$ cat src/include/ising_cfg.svh
/* Sizes and register map of the Ising core.
   Included by the package and by every module that decodes or sizes the bus. */
`ifndef ISING_CFG_SVH
`define ISING_CFG_SVH

`define ISING_NUM_SPIN   8
`define ISING_BIT_J      4
`define ISING_DATA_W     32
`define ISING_ADDR_W     3
`define ISING_ENERGY_W   16

// Host register map
`define ISING_REG_CTRL      3'd0
`define ISING_REG_SPIN      3'd1
`define ISING_REG_J_ADDR    3'd2
`define ISING_REG_J_DATA    3'd3
`define ISING_REG_STATUS    3'd4
`define ISING_REG_ENERGY    3'd5
`define ISING_REG_UNSTABLE  3'd6
`endif

$ cat src/rtl/ising_pkg.sv
/* Shared data types of the Ising core, sized from the configuration header. */
`default_nettype none

`include "ising_cfg.svh"

package ising_pkg;

    // One bit per spin, 1 means +1 and 0 means -1
    typedef logic [`ISING_NUM_SPIN-1:0] spin_vec_t;

    // Coupling j of a row sits in bits BIT_J*j upward
    typedef logic [`ISING_NUM_SPIN*`ISING_BIT_J-1:0] j_row_t;

    typedef logic [$clog2(`ISING_NUM_SPIN)-1:0] row_addr_t;
    typedef logic signed [`ISING_ENERGY_W-1:0] energy_t;

    // Needs one extra bit, all spins may be unstable
    typedef logic [$clog2(`ISING_NUM_SPIN):0] count_t;

    typedef logic [`ISING_DATA_W-1:0] reg_data_t;

endpackage

`default_nettype wire

$ cat src/rtl/ising_core_top.sv
/* Top of the Ising core. Connects the register block, coupling memory,
   energy engine and result registers behind a plain host register bus. */
`timescale 1ns/1ps
`default_nettype none

`include "ising_cfg.svh"

module ising_core_top (
    input  logic                     clk_i,
    input  logic                     rst_n_i,
    input  logic [`ISING_ADDR_W-1:0] reg_addr_i,
    input  ising_pkg::reg_data_t     reg_wdata_i,
    input  logic                     reg_we_i,
    output ising_pkg::reg_data_t     reg_rdata_o
);

    logic                 start, flush, load_mode, j_wr;
    ising_pkg::spin_vec_t spin_init;
    ising_pkg::row_addr_t j_waddr, rd_addr;
    ising_pkg::j_row_t    j_wdata, rd_data;
    logic                 rd_en, idle, valid;
    ising_pkg::energy_t   eng_energy, res_energy;
    ising_pkg::count_t    eng_unstable, res_unstable;

    //////////////////////////////////////////////////////////////////////
    // Host side
    ising_reg_file i_reg_file (
        .clk_i       (clk_i       ),
        .rst_n_i     (rst_n_i     ),
        .reg_addr_i  (reg_addr_i  ),
        .reg_wdata_i (reg_wdata_i ),
        .reg_we_i    (reg_we_i    ),
        .reg_rdata_o (reg_rdata_o ),
        .idle_i      (idle        ),
        .valid_i     (valid       ),
        .energy_i    (res_energy  ),
        .unstable_i  (res_unstable),
        .start_o     (start       ),
        .flush_o     (flush       ),
        .load_mode_o (load_mode   ),
        .spin_init_o (spin_init   ),
        .j_waddr_o   (j_waddr     ),
        .j_wdata_o   (j_wdata     ),
        .j_wr_o      (j_wr        )
    );

    ising_j_mem i_j_mem (
        .clk_i       (clk_i    ),
        .rst_n_i     (rst_n_i  ),
        .load_mode_i (load_mode),
        .wr_i        (j_wr     ),
        .waddr_i     (j_waddr  ),
        .wdata_i     (j_wdata  ),
        .rd_en_i     (rd_en    ),
        .rd_addr_i   (rd_addr  ),
        .rd_data_o   (rd_data  )
    );

    //////////////////////////////////////////////////////////////////////
    // Compute and results
    ising_energy_engine i_energy_engine (
        .clk_i      (clk_i       ),
        .rst_n_i    (rst_n_i     ),
        .start_i    (start       ),
        .spin_i     (spin_init   ),
        .rd_data_i  (rd_data     ),
        .rd_en_o    (rd_en       ),
        .rd_addr_o  (rd_addr     ),
        .idle_o     (idle        ),
        .energy_o   (eng_energy  ),
        .unstable_o (eng_unstable)
    );

    ising_result_latch i_result_latch (
        .clk_i      (clk_i       ),
        .rst_n_i    (rst_n_i     ),
        .idle_i     (idle        ),
        .flush_i    (flush       ),
        .energy_i   (eng_energy  ),
        .unstable_i (eng_unstable),
        .valid_o    (valid       ),
        .energy_o   (res_energy  ),
        .unstable_o (res_unstable)
    );

endmodule

`default_nettype wire

$ cat src/rtl/ising_energy_engine.sv
/* Energy engine. On start it streams the J rows out of memory and accumulates
   the Ising energy and the number of unstable spins, one row per cycle. */
`timescale 1ns/1ps
`default_nettype none

`include "ising_cfg.svh"

module ising_energy_engine (
    input  logic                 clk_i,
    input  logic                 rst_n_i,
    input  logic                 start_i,
    input  ising_pkg::spin_vec_t spin_i,
    input  ising_pkg::j_row_t    rd_data_i,
    output logic                 rd_en_o,
    output ising_pkg::row_addr_t rd_addr_o,
    output logic                 idle_o,
    output ising_pkg::energy_t   energy_o,
    output ising_pkg::count_t    unstable_o
);

    // Wide enough for NUM_SPIN terms of a signed BIT_J coupling
    localparam int FIELD_W = `ISING_BIT_J + $clog2(`ISING_NUM_SPIN) + 1;
    localparam ising_pkg::row_addr_t LAST_ROW = ising_pkg::row_addr_t'(`ISING_NUM_SPIN - 1);

    logic                 busy_q;
    logic                 rd_en_q;
    ising_pkg::row_addr_t rd_addr_q;
    logic                 data_vld_q;
    ising_pkg::row_addr_t data_row_q;
    ising_pkg::spin_vec_t spin_q;
    ising_pkg::energy_t   energy_q;
    ising_pkg::count_t    unstable_q;

    logic signed [FIELD_W-1:0] field;
    logic                      row_spin;
    logic                      row_unstable;

    //////////////////////////////////////////////////////////////////////
    // Local field of the row in the data stage
    always_comb begin
        logic signed [`ISING_BIT_J-1:0] coup;
        coup  = '0;
        field = '0;
        for (int j = 0; j < `ISING_NUM_SPIN; j++) begin
            coup = rd_data_i[j*`ISING_BIT_J +: `ISING_BIT_J];
            if (spin_q[j]) begin
                field = field + coup;
            end else begin
                field = field - coup;
            end
        end
    end

    assign row_spin = spin_q[data_row_q];
    // s_i * field below zero
    assign row_unstable = row_spin ? field[FIELD_W-1]
                                   : (!field[FIELD_W-1] && (field != '0));

    //////////////////////////////////////////////////////////////////////
    // Row sequencer and accumulators
    always_ff @(posedge clk_i) begin
        if (!rst_n_i) begin
            busy_q     <= 1'b0;
            rd_en_q    <= 1'b0;
            rd_addr_q  <= '0;
            data_vld_q <= 1'b0;
            data_row_q <= '0;
            energy_q   <= '0;
            unstable_q <= '0;
        end else if (!busy_q) begin
            data_vld_q <= 1'b0;
            if (start_i) begin
                busy_q     <= 1'b1;
                rd_en_q    <= 1'b1;
                rd_addr_q  <= '0;
                energy_q   <= '0;
                unstable_q <= '0;
            end
        end else begin
            // Address stage
            if (rd_en_q) begin
                if (rd_addr_q == LAST_ROW) begin
                    rd_en_q <= 1'b0;
                end else begin
                    rd_addr_q <= rd_addr_q + 1'b1;
                end
            end
            data_vld_q <= rd_en_q;
            data_row_q <= rd_addr_q;
            // Data stage
            if (data_vld_q) begin
                if (row_spin) begin
                    energy_q <= energy_q - field;
                end else begin
                    energy_q <= energy_q + field;
                end
                if (row_unstable) begin
                    unstable_q <= unstable_q + 1'b1;
                end
                if (data_row_q == LAST_ROW) begin
                    busy_q <= 1'b0;
                end
            end
        end
    end

    always_ff @(posedge clk_i) begin
        if (start_i && !busy_q) begin
            spin_q <= spin_i;
        end
    end

    assign rd_en_o    = rd_en_q;
    assign rd_addr_o  = rd_addr_q;
    assign idle_o     = ~busy_q;
    assign energy_o   = energy_q;
    assign unstable_o = unstable_q;

    a_no_read_when_idle: assert property (
        @(posedge clk_i) disable iff (!rst_n_i)
        rd_en_o |-> !idle_o
    );

    // Row counter stops at the last row and never wraps
    a_row_in_range: assert property (
        @(posedge clk_i) disable iff (!rst_n_i)
        (rd_en_o && rd_addr_o == LAST_ROW) |=> !rd_en_o
    );

endmodule

`default_nettype wire

$ cat src/rtl/ising_j_mem.sv
/* Coupling memory, one J row per word. Host writes pass only in load mode,
   the engine reads with one cycle of latency. */
`timescale 1ns/1ps
`default_nettype none

`include "ising_cfg.svh"

module ising_j_mem (
    input  logic                 clk_i,
    input  logic                 rst_n_i,
    input  logic                 load_mode_i,
    input  logic                 wr_i,
    input  ising_pkg::row_addr_t waddr_i,
    input  ising_pkg::j_row_t    wdata_i,
    input  logic                 rd_en_i,
    input  ising_pkg::row_addr_t rd_addr_i,
    output ising_pkg::j_row_t    rd_data_o
);

    ising_pkg::j_row_t [`ISING_NUM_SPIN-1:0] mem_q;
    ising_pkg::j_row_t                       rd_data_q;
    logic                                    mem_we;

    // Load port only reaches the array in load mode
    assign mem_we = wr_i & load_mode_i;

    always_ff @(posedge clk_i) begin
        if (!rst_n_i) begin
            mem_q <= '0;
        end else if (mem_we) begin
            mem_q[waddr_i] <= wdata_i;
        end
    end

    // Compute port
    always_ff @(posedge clk_i) begin
        if (rd_en_i) begin
            rd_data_q <= mem_q[rd_addr_i];
        end
    end

    assign rd_data_o = rd_data_q;

    a_no_write_outside_load: assert property (
        @(posedge clk_i) disable iff (!rst_n_i)
        !load_mode_i |=> $stable(mem_q)
    );

endmodule

`default_nettype wire

$ cat src/rtl/ising_reg_file.sv
/* Host register block. Turns bus writes into control levels, start and J write
   pulses, and serves combinational readback of status and results. */
`timescale 1ns/1ps
`default_nettype none

`include "ising_cfg.svh"

module ising_reg_file (
    input  logic                     clk_i,
    input  logic                     rst_n_i,
    input  logic [`ISING_ADDR_W-1:0] reg_addr_i,
    input  ising_pkg::reg_data_t     reg_wdata_i,
    input  logic                     reg_we_i,
    output ising_pkg::reg_data_t     reg_rdata_o,
    input  logic                     idle_i,
    input  logic                     valid_i,
    input  ising_pkg::energy_t       energy_i,
    input  ising_pkg::count_t        unstable_i,
    output logic                     start_o,
    output logic                     flush_o,
    output logic                     load_mode_o,
    output ising_pkg::spin_vec_t     spin_init_o,
    output ising_pkg::row_addr_t     j_waddr_o,
    output ising_pkg::j_row_t        j_wdata_o,
    output logic                     j_wr_o
);

    logic                 wr_ctrl, wr_spin, wr_jaddr, wr_jdata;
    logic                 start_q, flush_q, load_mode_q, j_wr_q;
    ising_pkg::spin_vec_t spin_q;
    ising_pkg::row_addr_t j_addr_q;
    ising_pkg::j_row_t    j_wdata_q;

    assign wr_ctrl  = reg_we_i && (reg_addr_i == `ISING_REG_CTRL);
    assign wr_spin  = reg_we_i && (reg_addr_i == `ISING_REG_SPIN);
    assign wr_jaddr = reg_we_i && (reg_addr_i == `ISING_REG_J_ADDR);
    assign wr_jdata = reg_we_i && (reg_addr_i == `ISING_REG_J_DATA);

    //////////////////////////////////////////////////////////////////////
    // Write side
    always_ff @(posedge clk_i) begin
        if (!rst_n_i) begin
            start_q     <= 1'b0;
            flush_q     <= 1'b0;
            load_mode_q <= 1'b0;
            j_wr_q      <= 1'b0;
            spin_q      <= '0;
            j_addr_q    <= '0;
        end else begin
            // Start bit is never stored, and is refused in load mode
            start_q <= wr_ctrl & reg_wdata_i[0] & ~reg_wdata_i[2];
            j_wr_q  <= wr_jdata;
            if (wr_ctrl) begin
                flush_q     <= reg_wdata_i[1];
                load_mode_q <= reg_wdata_i[2];
            end
            if (wr_spin) begin
                spin_q <= reg_wdata_i[`ISING_NUM_SPIN-1:0];
            end
            if (wr_jaddr) begin
                j_addr_q <= reg_wdata_i[$bits(ising_pkg::row_addr_t)-1:0];
            end
        end
    end

    always_ff @(posedge clk_i) begin
        if (wr_jdata) begin
            j_wdata_q <= reg_wdata_i;
        end
    end

    assign start_o     = start_q;
    assign flush_o     = flush_q;
    assign load_mode_o = load_mode_q;
    assign spin_init_o = spin_q;
    assign j_waddr_o   = j_addr_q;
    assign j_wdata_o   = j_wdata_q;
    assign j_wr_o      = j_wr_q;

    //////////////////////////////////////////////////////////////////////
    // Readback
    always_comb begin
        reg_rdata_o = '0;
        case (reg_addr_i)
            `ISING_REG_CTRL: begin
                reg_rdata_o[1] = flush_q;
                reg_rdata_o[2] = load_mode_q;
            end
            `ISING_REG_SPIN:   reg_rdata_o[`ISING_NUM_SPIN-1:0] = spin_q;
            `ISING_REG_J_ADDR: reg_rdata_o[$bits(ising_pkg::row_addr_t)-1:0] = j_addr_q;
            `ISING_REG_STATUS: begin
                reg_rdata_o[0] = idle_i;
                reg_rdata_o[1] = valid_i;
            end
            `ISING_REG_ENERGY: begin
                reg_rdata_o = {{(`ISING_DATA_W-`ISING_ENERGY_W){energy_i[`ISING_ENERGY_W-1]}},
                               energy_i};
            end
            `ISING_REG_UNSTABLE: reg_rdata_o[$bits(ising_pkg::count_t)-1:0] = unstable_i;
            default: reg_rdata_o = '0;
        endcase
    end

endmodule

`default_nettype wire

$ cat src/rtl/ising_result_latch.sv
/* Result readback registers, loaded when the engine goes back to idle
   and cleared by flush. */
`timescale 1ns/1ps
`default_nettype none

module ising_result_latch (
    input  logic               clk_i,
    input  logic               rst_n_i,
    input  logic               idle_i,
    input  logic               flush_i,
    input  ising_pkg::energy_t energy_i,
    input  ising_pkg::count_t  unstable_i,
    output logic               valid_o,
    output ising_pkg::energy_t energy_o,
    output ising_pkg::count_t  unstable_o
);

    logic               idle_d_q;
    logic               idle_rise;
    logic               valid_q;
    ising_pkg::energy_t energy_q;
    ising_pkg::count_t  unstable_q;

    assign idle_rise = idle_i & ~idle_d_q;

    always_ff @(posedge clk_i) begin
        if (!rst_n_i) begin
            idle_d_q   <= 1'b1;
            valid_q    <= 1'b0;
            energy_q   <= '0;
            unstable_q <= '0;
        end else begin
            idle_d_q <= idle_i;
            // Flush wins over a capture in the same cycle
            if (flush_i) begin
                valid_q    <= 1'b0;
                energy_q   <= '0;
                unstable_q <= '0;
            end else if (idle_rise) begin
                valid_q    <= 1'b1;
                energy_q   <= energy_i;
                unstable_q <= unstable_i;
            end
        end
    end

    assign valid_o    = valid_q;
    assign energy_o   = energy_q;
    assign unstable_o = unstable_q;

    a_flush_clears_valid: assert property (
        @(posedge clk_i) disable iff (!rst_n_i)
        flush_i |=> !valid_o
    );

endmodule

`default_nettype wire
$ cat config.mk
export PLATFORM = sky130hd
export DESIGN_NAME = ising_core_top
export DESIGN_NICKNAME = d
export VERILOG_FILES = /design/src/rtl/ising_pkg.sv /design/src/rtl/ising_core_top.sv /design/src/rtl/ising_energy_engine.sv /design/src/rtl/ising_j_mem.sv /design/src/rtl/ising_reg_file.sv /design/src/rtl/ising_result_latch.sv
export VERILOG_INCLUDE_DIRS = /design/src /design/src/include
export SDC_FILE = /design/constraint.sdc
export NUM_CORES = 1
export LEC_CHECK = 0
export BUFFER_PORTS_ARGS = -buffer_cell sky130_fd_sc_hd__buf_2
export CORE_ASPECT_RATIO = 1.1
export CORE_MARGIN = 8
export CORE_UTILIZATION = 40
export CTS_CLUSTER_SIZE = 10
export DETAILED_ROUTE_END_ITERATION = 8
export PLACE_DENSITY = 0.57
export SLEW_MARGIN = 25
export SYNTH_ARGS = -nofsm -noshare
export SYNTH_HDL_FRONTEND = slang
export SYNTH_SLANG_ARGS = --single-unit
$ cat constraint.sdc
create_clock -name clk_i -period 10.8 [get_ports clk_i]
set_clock_uncertainty 0.2 [all_clocks]
set_input_delay 0.54 -clock clk_i [delete_from_list [all_inputs] [get_ports clk_i]]
set_output_delay 0.54 -clock clk_i [all_outputs]
set_load 0.02 [all_outputs]
[Word level (Yosys, flattened, before mapping)]
Cells that the tools add are included.
Word-level totals
  bits in registers: 394
  input port bits: 38
  output and inout bits: 32
Cells by class
  order comparisons: 4
  reductions and logical operators: 17
  bitwise gates (word level): 8
  multiplexer cells: 42
  equality and inequality tests: 12
  $add $sub $neg: 19
Operators with widths (count)
  bitwise mux 256 bit: 1
  binary-select mux 32 bit (select 3 bit): 1
  demux 32 bit (select 3 bit): 1
  two-way mux 16 bit: 4
  two-way mux 32 bit: 2
  two-way mux 8 bit: 8
  adder 8 x 4 -> 8 bit: 7
  subtractor 8 x 4 -> 8 bit: 7
  two-way mux 24 bit: 1
  adder 16 x 8 -> 16 bit: 1
  two-way mux 4 bit: 4
  subtractor 16 x 8 -> 16 bit: 1
  equality test 3 bit (second input constant): 5
  less-than comparator 3 x 4 -> 1 bit (second input constant): 3
  two-way mux 3 bit: 4
  two-way mux 1 bit: 10
  one-hot mux 1 bit (5 select lines): 2
  != test 2 bit (second input constant): 4
  one-hot mux 4 bit (2 select lines): 1
  nonzero test 8 bit: 1
  logical AND 1 bit: 7
  equality test 3 x 2 -> 1 bit (second input constant): 2
  one-hot mux 1 bit (6 select lines): 1
  AND reduction 3 bit: 2
  14 further kinds: 22

[Depth between registers and ports, before layout]
Gate-level depths: netlist of run 1.
  depth after elaboration: 22
  depth in mapped cells: 42
  gate-level depth less buffers: 42

[Modules after synthesis]
From an unflattened synthesis of run 1, not the netlist that was laid out.
Unflattened totals
  cells, all modules: 1852
  area total of the unflattened synthesis: 19831.5 um^2
Modules (own cells, without submodules)
  ising_j_mem: cells an instance 1017, times used 1, area an instance 12081.6 um^2
  ising_energy_engine: cells an instance 604, times used 1, area an instance 5029.8 um^2
  ising_reg_file: cells an instance 137, times used 1, area an instance 1963.1 um^2
  ising_result_latch: cells an instance 94, times used 1, area an instance 757.0 um^2

[Worst setup path after synthesis of run 1]
OpenSTA, ideal clock, no wires.
  kind: reg2reg
  from: register i_j_mem.rd_data_q[4] (netlist: i_j_mem.rd_data_o[4])
  to: register i_energy_engine.energy_q[15] (netlist: i_energy_engine.energy_o[15])
  data required time: 10468 ps
  slack: 2256 ps
  stages on the path, launching flop included: 31
  library setup time: 132 ps
  data arrival time: 8212 ps
  cell sequence: edfxtp_1 > inv_1 > ha_1 > mux2_2 > fa_1 > inv_1 > fa_1 > inv_1 > fa_1 > fa_1 > fa_1 > fa_1 > ha_1 > a21o_1 > a21oi_1 > xnor2_1 > or3b_2 > or3_1 > or2_2 > or2b_1 > ha_1 > nand2_1 > nand2_1 > ha_1 > a21oi_1 > o221ai_1 > a41o_1 > o41ai_1 > xnor2_1 > mux2i_1 > a21oi_1
Between the ends
  cells in the longest elaborated chain, start to end: 18
  elaborated cells on any way between the ends: 26
  those cells by class: 16 x add/sub; 10 x mux
Ends and longest elaborated chain
  from (decl): RTL line ising_j_mem.sv:21  | ising_pkg::j_row_t rd_data_q;
  from (signal assigned): RTL line ising_j_mem.sv:38  | rd_data_q <= mem_q[rd_addr_i];
  subtractor 8 x 4 -> 8 bit / adder 8 x 4 -> 8 bit (equally long branches): RTL line ising_energy_engine.sv:49, ising_energy_engine.sv:47
  two-way mux 8 bit (*): RTL line ising_energy_engine.sv:46  | if (spin_q[j]) begin
  subtractor 8 x 4 -> 8 bit / adder 8 x 4 -> 8 bit (equally long branches): RTL line ising_energy_engine.sv:49, ising_energy_engine.sv:47
  two-way mux 8 bit (*): RTL line ising_energy_engine.sv:46
  subtractor 8 x 4 -> 8 bit / adder 8 x 4 -> 8 bit (equally long branches): RTL line ising_energy_engine.sv:49, ising_energy_engine.sv:47
  two-way mux 8 bit (*): RTL line ising_energy_engine.sv:46
  subtractor 8 x 4 -> 8 bit / adder 8 x 4 -> 8 bit (equally long branches): RTL line ising_energy_engine.sv:49, ising_energy_engine.sv:47
  two-way mux 8 bit (*): RTL line ising_energy_engine.sv:46
  (+2 left out)
  subtractor 8 x 4 -> 8 bit / adder 8 x 4 -> 8 bit (equally long branches): RTL line ising_energy_engine.sv:49, ising_energy_engine.sv:47
  two-way mux 8 bit (*): RTL line ising_energy_engine.sv:46
  subtractor 8 x 4 -> 8 bit / adder 8 x 4 -> 8 bit (equally long branches): RTL line ising_energy_engine.sv:49, ising_energy_engine.sv:47
  two-way mux 8 bit (*): RTL line ising_energy_engine.sv:46
  adder 16 x 8 -> 16 bit / subtractor 16 x 8 -> 16 bit (equally long branches): RTL line ising_energy_engine.sv:95, ising_energy_engine.sv:93
  two-way mux 16 bit (*): RTL line ising_energy_engine.sv:92  | if (row_spin) begin
  two-way mux 16 bit (*): RTL line ising_energy_engine.sv:91  | if (data_vld_q) begin
  two-way mux 16 bit (*): RTL line ising_energy_engine.sv:70  | end else if (!busy_q) begin
  to (signal assigned): RTL line ising_energy_engine.sv:93  | energy_q <= energy_q - field;
  to (signal assigned): RTL line ising_energy_engine.sv:95  | energy_q <= energy_q + field;
  to (decl): RTL line ising_energy_engine.sv:31  | ising_pkg::energy_t energy_q;
Every way passes the cells marked *; elsewhere a longest branch is shown, timed or not. The select of a mux whose other input is x is not followed.
A chain may end at the register's enable or synchronous reset.

[Final worst setup path of run 1]
  from: register i_j_mem.rd_data_q[0] (netlist: i_j_mem.rd_data_o[0])
  to: register i_energy_engine.energy_q[15] (netlist: i_energy_engine.energy_o[15])
Between the ends
  cells in the longest elaborated chain, start to end: 20
  elaborated cells on any way between the ends: 28
  those cells by class: 17 x add/sub; 11 x mux
Ends and longest elaborated chain
  subtractor 1 x 4 -> 5 bit: RTL line ising_energy_engine.sv:49  | field = field - coup;
  two-way mux 8 bit (*): RTL line ising_energy_engine.sv:46
  subtractor 8 x 4 -> 8 bit / adder 8 x 4 -> 8 bit (equally long branches): RTL line ising_energy_engine.sv:49, ising_energy_engine.sv:47
  two-way mux 8 bit (*): RTL line ising_energy_engine.sv:46
  subtractor 8 x 4 -> 8 bit / adder 8 x 4 -> 8 bit (equally long branches): RTL line ising_energy_engine.sv:49, ising_energy_engine.sv:47
  two-way mux 8 bit (*): RTL line ising_energy_engine.sv:46
  subtractor 8 x 4 -> 8 bit / adder 8 x 4 -> 8 bit (equally long branches): RTL line ising_energy_engine.sv:49, ising_energy_engine.sv:47
  two-way mux 8 bit (*): RTL line ising_energy_engine.sv:46
  (+4 left out)
  subtractor 8 x 4 -> 8 bit / adder 8 x 4 -> 8 bit (equally long branches): RTL line ising_energy_engine.sv:49, ising_energy_engine.sv:47
  two-way mux 8 bit (*): RTL line ising_energy_engine.sv:46
  subtractor 8 x 4 -> 8 bit / adder 8 x 4 -> 8 bit (equally long branches): RTL line ising_energy_engine.sv:49, ising_energy_engine.sv:47
  two-way mux 8 bit (*): RTL line ising_energy_engine.sv:46
  adder 16 x 8 -> 16 bit / subtractor 16 x 8 -> 16 bit (equally long branches): RTL line ising_energy_engine.sv:95, ising_energy_engine.sv:93
  two-way mux 16 bit (*): RTL line ising_energy_engine.sv:92
  two-way mux 16 bit (*): RTL line ising_energy_engine.sv:91
  two-way mux 16 bit (*): RTL line ising_energy_engine.sv:70
Marked as above.

==> metrics, run 1 <==
row count=84; vias in the first global route=14800; Max Cap Violations=0; most frequent cells in the layout=617 x nand2_1, 329 x a21oi_1, 318 x dfxtp_1; status=complete, no violations; Final Wtd Congestion=0.814; antenna violations before repair=2; register bit total from synthesis=394; DRC violations left=0; setup TNS=0 ns; buffer count from post-CTS setup fixing=0; R2R depth=38; Critical Path Most Common Cell=ha_1; Crit. End Element=flop; Final Cycle Share=84.9%; die height=247 um; layout cells sized above 1=12.8%; H-tree levels=2; DP Area=between 15000 and 20000 um^2; HPWL Detailed=31.4 mm; FMAX=109 MHz; Reg2Reg Setup Slack=roughly 1.6 ns; CP Launch Type=flop; buffers and inverters on the worst path=3; Slew @ Worst Pin=1.02 ns; DP Worst Slack=1.62 ns; fin. max-slew vios=0; worst vdd ir=0.113 mV; worst hold path startpoint=reg_wdata_i[7]; EDFF count, synth=72; PostCTS Resize Cnt=0; Slew headroom=31.9%; vias per std cell=5.27; clock root cell=clkbuf_16; first-pass GRT wire length=81.4 mm; Post-Synthesis Cells=2169; via count=14900; Crit Path Max Fanout=8; final hold violation count=0; Port Buf Inserts=69; post-route setup slack=1.63 ns; Worst EP required=11.03 ns; Syn. warnings=0; largest net degree at the start of global routing=111; Post-CTS Hold Buffers=25; min cycle time layout=~9.2 ns; # IOs=70; Crit path depth=38; design area=21400 um^2; DP Cell Count=2723; Die W=roughly 230 um; clock buffer depth=3; WP data arrival=9.40 ns; fin cells=2819; Iter 0 DRT Violations=988; clock-pin slew on the worst setup and hold paths=~0.06 ns; launch point of the worst reg-to-reg path=i_j_mem.rd_data_o[0]$_DFFE_PP_; Nets=2280; GRT Residual Overflow=0; Initial Util=approximately two fifths; die area=55700 um^2; Syn Area/Cell=8.93 um^2; most common cell after layout, fill and taps aside=nand2_1; Clk Latency, worst-skew pair=between 0.5 and 0.6 ns; delay of the slowest critical-path stage=0.56 ns; DRT antenna net count=0; # setup viols final=0; Worst Setup EP=i_energy_engine.energy_o[15]$_SDFFE_PN0P_; CP max-delay cell=xnor3_2; dominant cell type by area after synthesis=dfxtp_1; routed wire length=51.7 mm; Routed WL per cell=18.3 um; Seq/Total Area, Yosys=44.5%; Distinct cells, synth=65; FF-to-FF End=i_energy_engine.energy_o[15]$_SDFFE_PN0P_; async set-reset flop share out of synthesis=0%; ys flop type=dfxtp_1; Final Util=44.8%; syn_nets=approximately 2300; Core ar.=47800 um^2; clock sink count=around 390; Num CTS Buffers=45; top cell type's share of synthesized area=33.3%; crit path from=i_j_mem.rd_data_o[0]$_DFFE_PP_; Syn-to-layout area delta=10.7%; CP delay by family, top=adder cells; top post-synthesis cells by area=dfxtp_1 33%, nand2_1 12%, edfxtp_1 11%; CP Class=reg -> reg; Netlist Area Pre-Place=19400 um^2; hold depth=1; Antenna Cells=0; pwr dens=165 nW/um^2; CTS tree=done; DR pass1 iterations=6; RSZ-0062 raised after global routing=no; leakage=7.61 nW; GRT Resource Usage Total=18.3%; type of the tightest min-delay check=in -> reg
-- kinds of logic (layout without fill, tap and decap cells) --
logic type,count (synthesis),in the layout,share of synthesized area (%)
AO/OA/AOI/OAI,430,430,12.2
XOR/XNOR,70,70,3.35
adder cells (fa/ha/maj),92,92,6.26
buffers and inverters,236,241,5.16
flip-flops,394,394,44.5
multiplexers,137,137,11.6
AND/OR/NAND/NOR,810,810,17.0
-- worst register-to-register path: cells and delay by family, from the launching register on --
kind                     cells  cell delay [ns]
AO/OA/AOI/OAI               10             1.96
XOR/XNOR                     6             1.30
adder cells (fa/ha/maj)     10             3.75
buffers and inverters        3             0.22
flip-flops                   1             0.42
multiplexers                 2             0.50
AND/OR/NAND/NOR              7             0.69
-- layer usage --
metal / vias to the layer above / GRT usage (%) / part of all wire, %
li1: 7301 / - / -
met1: 7018 / 23.0 / 43
met2: 434 / 31.6 / 48
met3: 117 / 2.86 / 5.7
met4: 0 / 6.69 / 3.3
met5: - / 0 / 0
-- sequential cells by signal (all words and copies together), names as in the netlist, 4 cells and up --
| signal | count |
|---|---|
| i_j_mem.mem_q | 256 |
| i_energy_engine.unstable_o | 4 |
| i_energy_engine.spin_q | 8 |
| i_energy_engine.energy_o | 16 |
| i_result_latch.unstable_o | 4 |
| i_reg_file.spin_init_o | 8 |
| i_j_mem.rd_data_o | 32 |
| i_result_latch.energy_o | 16 |
| i_reg_file.j_wdata_o | 32 |
-- worst min path at each step --
| stage | end | slack (ns) |
|---|---|---|
| finish | i_reg_file.j_wdata_o[7]$_DFFE_PP_ | 0.02 |
| global route | i_reg_file.j_wdata_o[3]$_DFFE_PP_ | 0.01 |
| CTS | i_reg_file.j_wdata_o[3]$_DFFE_PP_ | 0.002 |
| detailed placement | i_j_mem.mem_q[255]$_SDFFE_PN0P_ | 0.24 |
| global placement | i_j_mem.mem_q[253]$_SDFFE_PN0P_ | 0.24 |
| floorplan | i_energy_engine.spin_q[0]$_DFFE_PP_ | 0.23 |
-- synthesized netlist by cell type, drive strengths merged (33+ instances only) --
| master | count |
|---|---|
| ha | 84 |
| nor2 | 83 |
| edfxtp | 72 |
| mux2 | 41 |
| mux4 | 66 |
| o21ai | 36 |
| nand2 | 617 |
| buf | 33 |
| a21oi | 331 |
| dfxtp | 322 |
| clkbuf | 146 |
| inv | 56 |
| xnor2 | 42 |
-- layout make-up --
cell class	count	area [um^2]
timing repair buffer	113	746
inverter	57	221
clock buffer	67	1220
multi-input combinational	1539	9780
tap	645	807
sequential	394	8620
clock inverter	4	42.5
fill	4572	26400
-- report_power, final --
group / internal [W] / total [W] / switching [W] / leakage, nW
registers: 0.00150 / 0.00151 / 0.0000112 / 3.27
logic: 0.000296 / 0.000662 / 0.000366 / 3.73
clock network: 0.000775 / 0.00137 / 0.000591 / 0.609
total: 0.00257 / 0.00354 / 0.000968 / 7.61
-- per-stage QoR --
stage               hold slack, ns  power, W
floorplan                    0.229   0.00208
global placement             0.238   0.00219
detailed placement           0.244   0.00220
CTS                        0.00241   0.00358
global route                0.0129   0.00372
finish                      0.0223   0.00354
Power figures use the tool's default switching activity.
==> inputs of run 2 (changes only) <==
--- a/config.mk
+++ b/config.mk
@@ -6,6 +6,7 @@
 export SDC_FILE = /design/constraint.sdc
 export NUM_CORES = 1
 export LEC_CHECK = 0
+export ABC_AREA = 1
 export BUFFER_PORTS_ARGS = -buffer_cell sky130_fd_sc_hd__buf_2
 export CORE_ASPECT_RATIO = 1.1
 export CORE_MARGIN = 8
==> constraint.sdc (replaced) <==
create_clock -name clk_i -period 8.6 [get_ports clk_i]
set_clock_uncertainty 0.2 [all_clocks]
set_input_delay 0.43 -clock clk_i [delete_from_list [all_inputs] [get_ports clk_i]]
set_output_delay 0.43 -clock clk_i [all_outputs]
set_load 0.02 [all_outputs]
==> metrics, run 2 <==
status=complete, no violations; routed wire length=60.1 mm (+16%); EDFF count, synth=72 (unchanged); Initial Util=40.6% (+0.077 points); GRT Residual Overflow=0 (unchanged); Max Cap Violations=0 (unchanged); Int Power=0.00326 W (+27%); Syn-to-layout area delta=17.3%; Nets=2932 (+29%); antenna violations before repair=0 (-2); H-tree levels=2 (unchanged); Die W=229 um (+1.3%); top post-synthesis cells by area=dfxtp_1 32%, nor2_1 16%, o21ai_0 11%; CTS tree=done; # setup viols final=0 (unchanged); # IOs=70 (unchanged); most frequent cells in the layout=820 x nor2_1, 447 x o21ai_0, 319 x dfxtp_1; row count=85 (+1.2%); Hold WS=0.0718 ns (+0.0495 ns); DR pass1 iterations=7 (+1); CP Class=reg -> reg; clock sink count=394 (unchanged); Crit Path Max Fanout=6 (-2); DRC violations left=0 (unchanged); Biggest register=i_j_mem.mem_q; Synth Area in XOR/XNOR=1.67% (-1.7 points); Reg power frac=42.7% (about the same); Num CTS Buffers=46 (+2.2%); Syn. warnings=0 (unchanged); HPWL Detailed=35.7 mm (+14%); RSZ-0062 raised after global routing=yes; min cycle time layout=8.36 ns (-0.814 ns); Slew headroom=32.4% (+0.41 points); fin cells=3490 (+24%); Iter 0 DRT Violations=1563 (+58%); Switch Pwr=0.00119 W (+23%); leakage=10.3 nW (+36%); fin. max-slew vios=0 (unchanged); switching fraction of total power=26.8% (-0.55 points); Worst EP required=8.89 ns (-2.14 ns); most common cell after layout, fill and taps aside=nor2_1; max reg flops=256 (unchanged); die height=250 um (+1.3%); Crit. End Element=flop; Critical Path Most Common Cell=nand2_2; ys flop type=dfxtp_1; register bit total from synthesis=394 (unchanged); Synth Area in Compound Gates=17.8% (+5.6 points); die area=57100 um^2 (+2.5%); Routed WL per cell=17.2 um (-6.1%); DRT antenna net count=0 (unchanged); largest net degree at the start of global routing=116 (+4.5%); post-route setup slack=0.241 ns (-1.39 ns); GRT Resource Usage Total=19.9% (+1.5 points); pwr dens=191 nW/um^2 (+16%); Port Buf Inserts=69 (unchanged); via count=18300 (+23%); syn_nets=2888 (+26%); async set-reset flop share out of synthesis=0% (unchanged); FMAX=120 MHz (+9.7%); CP Launch Type=flop; Post-Synth Simple-Gate Area=23.4% (+6.4 points); vias in the first global route=17000 (+15%); Post-Synthesis Cells=2758 (+27%); layout cells sized above 1=13.4% (+0.59 points); Netlist Area Pre-Place=19900 um^2 (+2.7%); clock-pin slew on the worst setup and hold paths=0.06 ns (about the same); delay of the slowest critical-path stage=0.58 ns (+0.02 ns); clock buffer depth=3 (unchanged); WP data arrival=8.65 ns (-0.75 ns); Final Wtd Congestion=0.845 (+3.7%); Clk Latency, worst-skew pair=0.58 ns (about the same); post-synthesis adder-cell area fraction=6.09% (-0.17 points); type of the tightest min-delay check=in -> reg; clock root cell=clkbuf_16; dominant cell type by area after synthesis=dfxtp_1; Syn Area/Cell=7.21 um^2 (-19%); Synth top cells by count=833 x nor2_1, 456 x o21ai_0, 322 x dfxtp_1; final hold violation count=0 (unchanged); Reg2Reg Setup Slack=0.24 ns (-1.39 ns); Core ar.=49000 um^2 (+2.5%); CP max-delay cell=fa_2; worst vdd ir=0.209 mV (+85%); main combinational cell family by area after synthesis=simple AND/OR/NAND/NOR gates; Final Cycle Share=97.2% (+12 points); top cell type's share of synthesized area=32.4% (-0.88 points); first-pass GRT wire length=93.1 mm (+14%); clock network fraction of total power=40.9% (+2.3 points); Seq/Total Area, Yosys=43.3% (-1.2 points); DP Worst Slack=-0.267 ns (-1.89 ns); Antenna Cells=0 (unchanged); DP Cell Count=3356 (+23%); count leader, synth=nor2_1; setup TNS=0 ns (unchanged); Combinational Power Share=16.4% (-2.3 points); Slew @ Worst Pin=1.01 ns (-0.00620 ns); Distinct cells, synth=46 (-29%); post-synthesis mux area share=0% (-12 points); vias per std cell=5.24 (-0.65%)
## run 2: final cells by class
class	count	area [um^2]
multi-input combinational	1978	10400
timing repair buffer	183	1310
inverter	199	753
clock buffer	81	1360
clock inverter	3	33.8
fill	4739	25700
tap	652	816
sequential	394	8610
## run 2: kinds of logic after synthesis
logic type / after synthesis
compound gates: 674
xor+xnor: 38
fa+ha+maj: 92
buf+inv: 386
flops: 394
simple gates: 1174
## run 2: what timing repair did
action                                  in CTS  in global routing
endpoints found under the hold margin       43                  0
resized for setup                           24                129
endpoints found under the setup margin       6                  9
pin swaps                                    5                 82
setup buffers                                2                 14
hold buffers                                34                  0
## run 2: path summary, 6_finish.rpt
path | depth (start not counted) | end | startpoint
max | 52 | i_energy_engine.energy_o[14]$_SDFFE_PN0P_ | i_j_mem.rd_data_o[0]$_DFFE_PP_
min | 3 | i_energy_engine.rd_en_o$_SDFFE_PN0P_ | rst_n_i
max reg2reg | 52 | i_energy_engine.energy_o[14]$_SDFFE_PN0P_ | i_j_mem.rd_data_o[0]$_DFFE_PP_
min reg2reg | 2 | i_result_latch.energy_o[13]$_SDFFE_PP0P_ | i_result_latch.energy_o[13]$_SDFFE_PP0P_
## run 2: critical path, delay by kind of cell (launching register included)
| family | cells | cell delay (ns) |
|---|---|---|
| buffers and inverters | 8 | 0.67 |
| adder cells (fa/ha/maj) | 10 | 3.38 |
| flip-flops | 1 | 0.41 |
| XOR/XNOR | 5 | 0.72 |
| AO/OA/AOI/OAI | 8 | 1.03 |
| AND/OR/NAND/NOR | 21 | 1.87 |
## run 2: stage by stage
| step | utilization (%) | power (W) | area, um^2 |
|---|---|---|---|
| global route | 47.6 | 0.00464 | 23300 |
| detailed placement | 42.4 | 0.00249 | 20800 |
| global placement | 42.4 | 0.00248 | 20800 |
| finish | 47.6 | 0.00445 | 23300 |
| CTS | 46.1 | 0.00434 | 22600 |
| floorplan | - | 0.00234 | 19900 |
## run 2: layer usage
metal / global-route usage, % / up-vias / share of wire (%) / wire length (um)
met5: 0 / - / 0 / 0
li1: - / 9093 / - / -
met3: 2.48 / 101 / 4.7 / 2840
met4: 6.18 / 0 / 2.7 / 1630
met1: 25.6 / 8631 / 44 / 26500
met2: 34.2 / 464 / 48 / 29100
## run 2: power by group through the flow
stage	logic [W]	clock network, W	registers (W)
after floorplan	0.000411	0	0.00193
after detailed placement	0.000547	0	0.00194
after CTS	0.000576	0.00187	0.00190
after global placement	0.000541	0	0.00194
final	0.000728	0.00182	0.00190
after global routing	0.000805	0.00194	0.00190
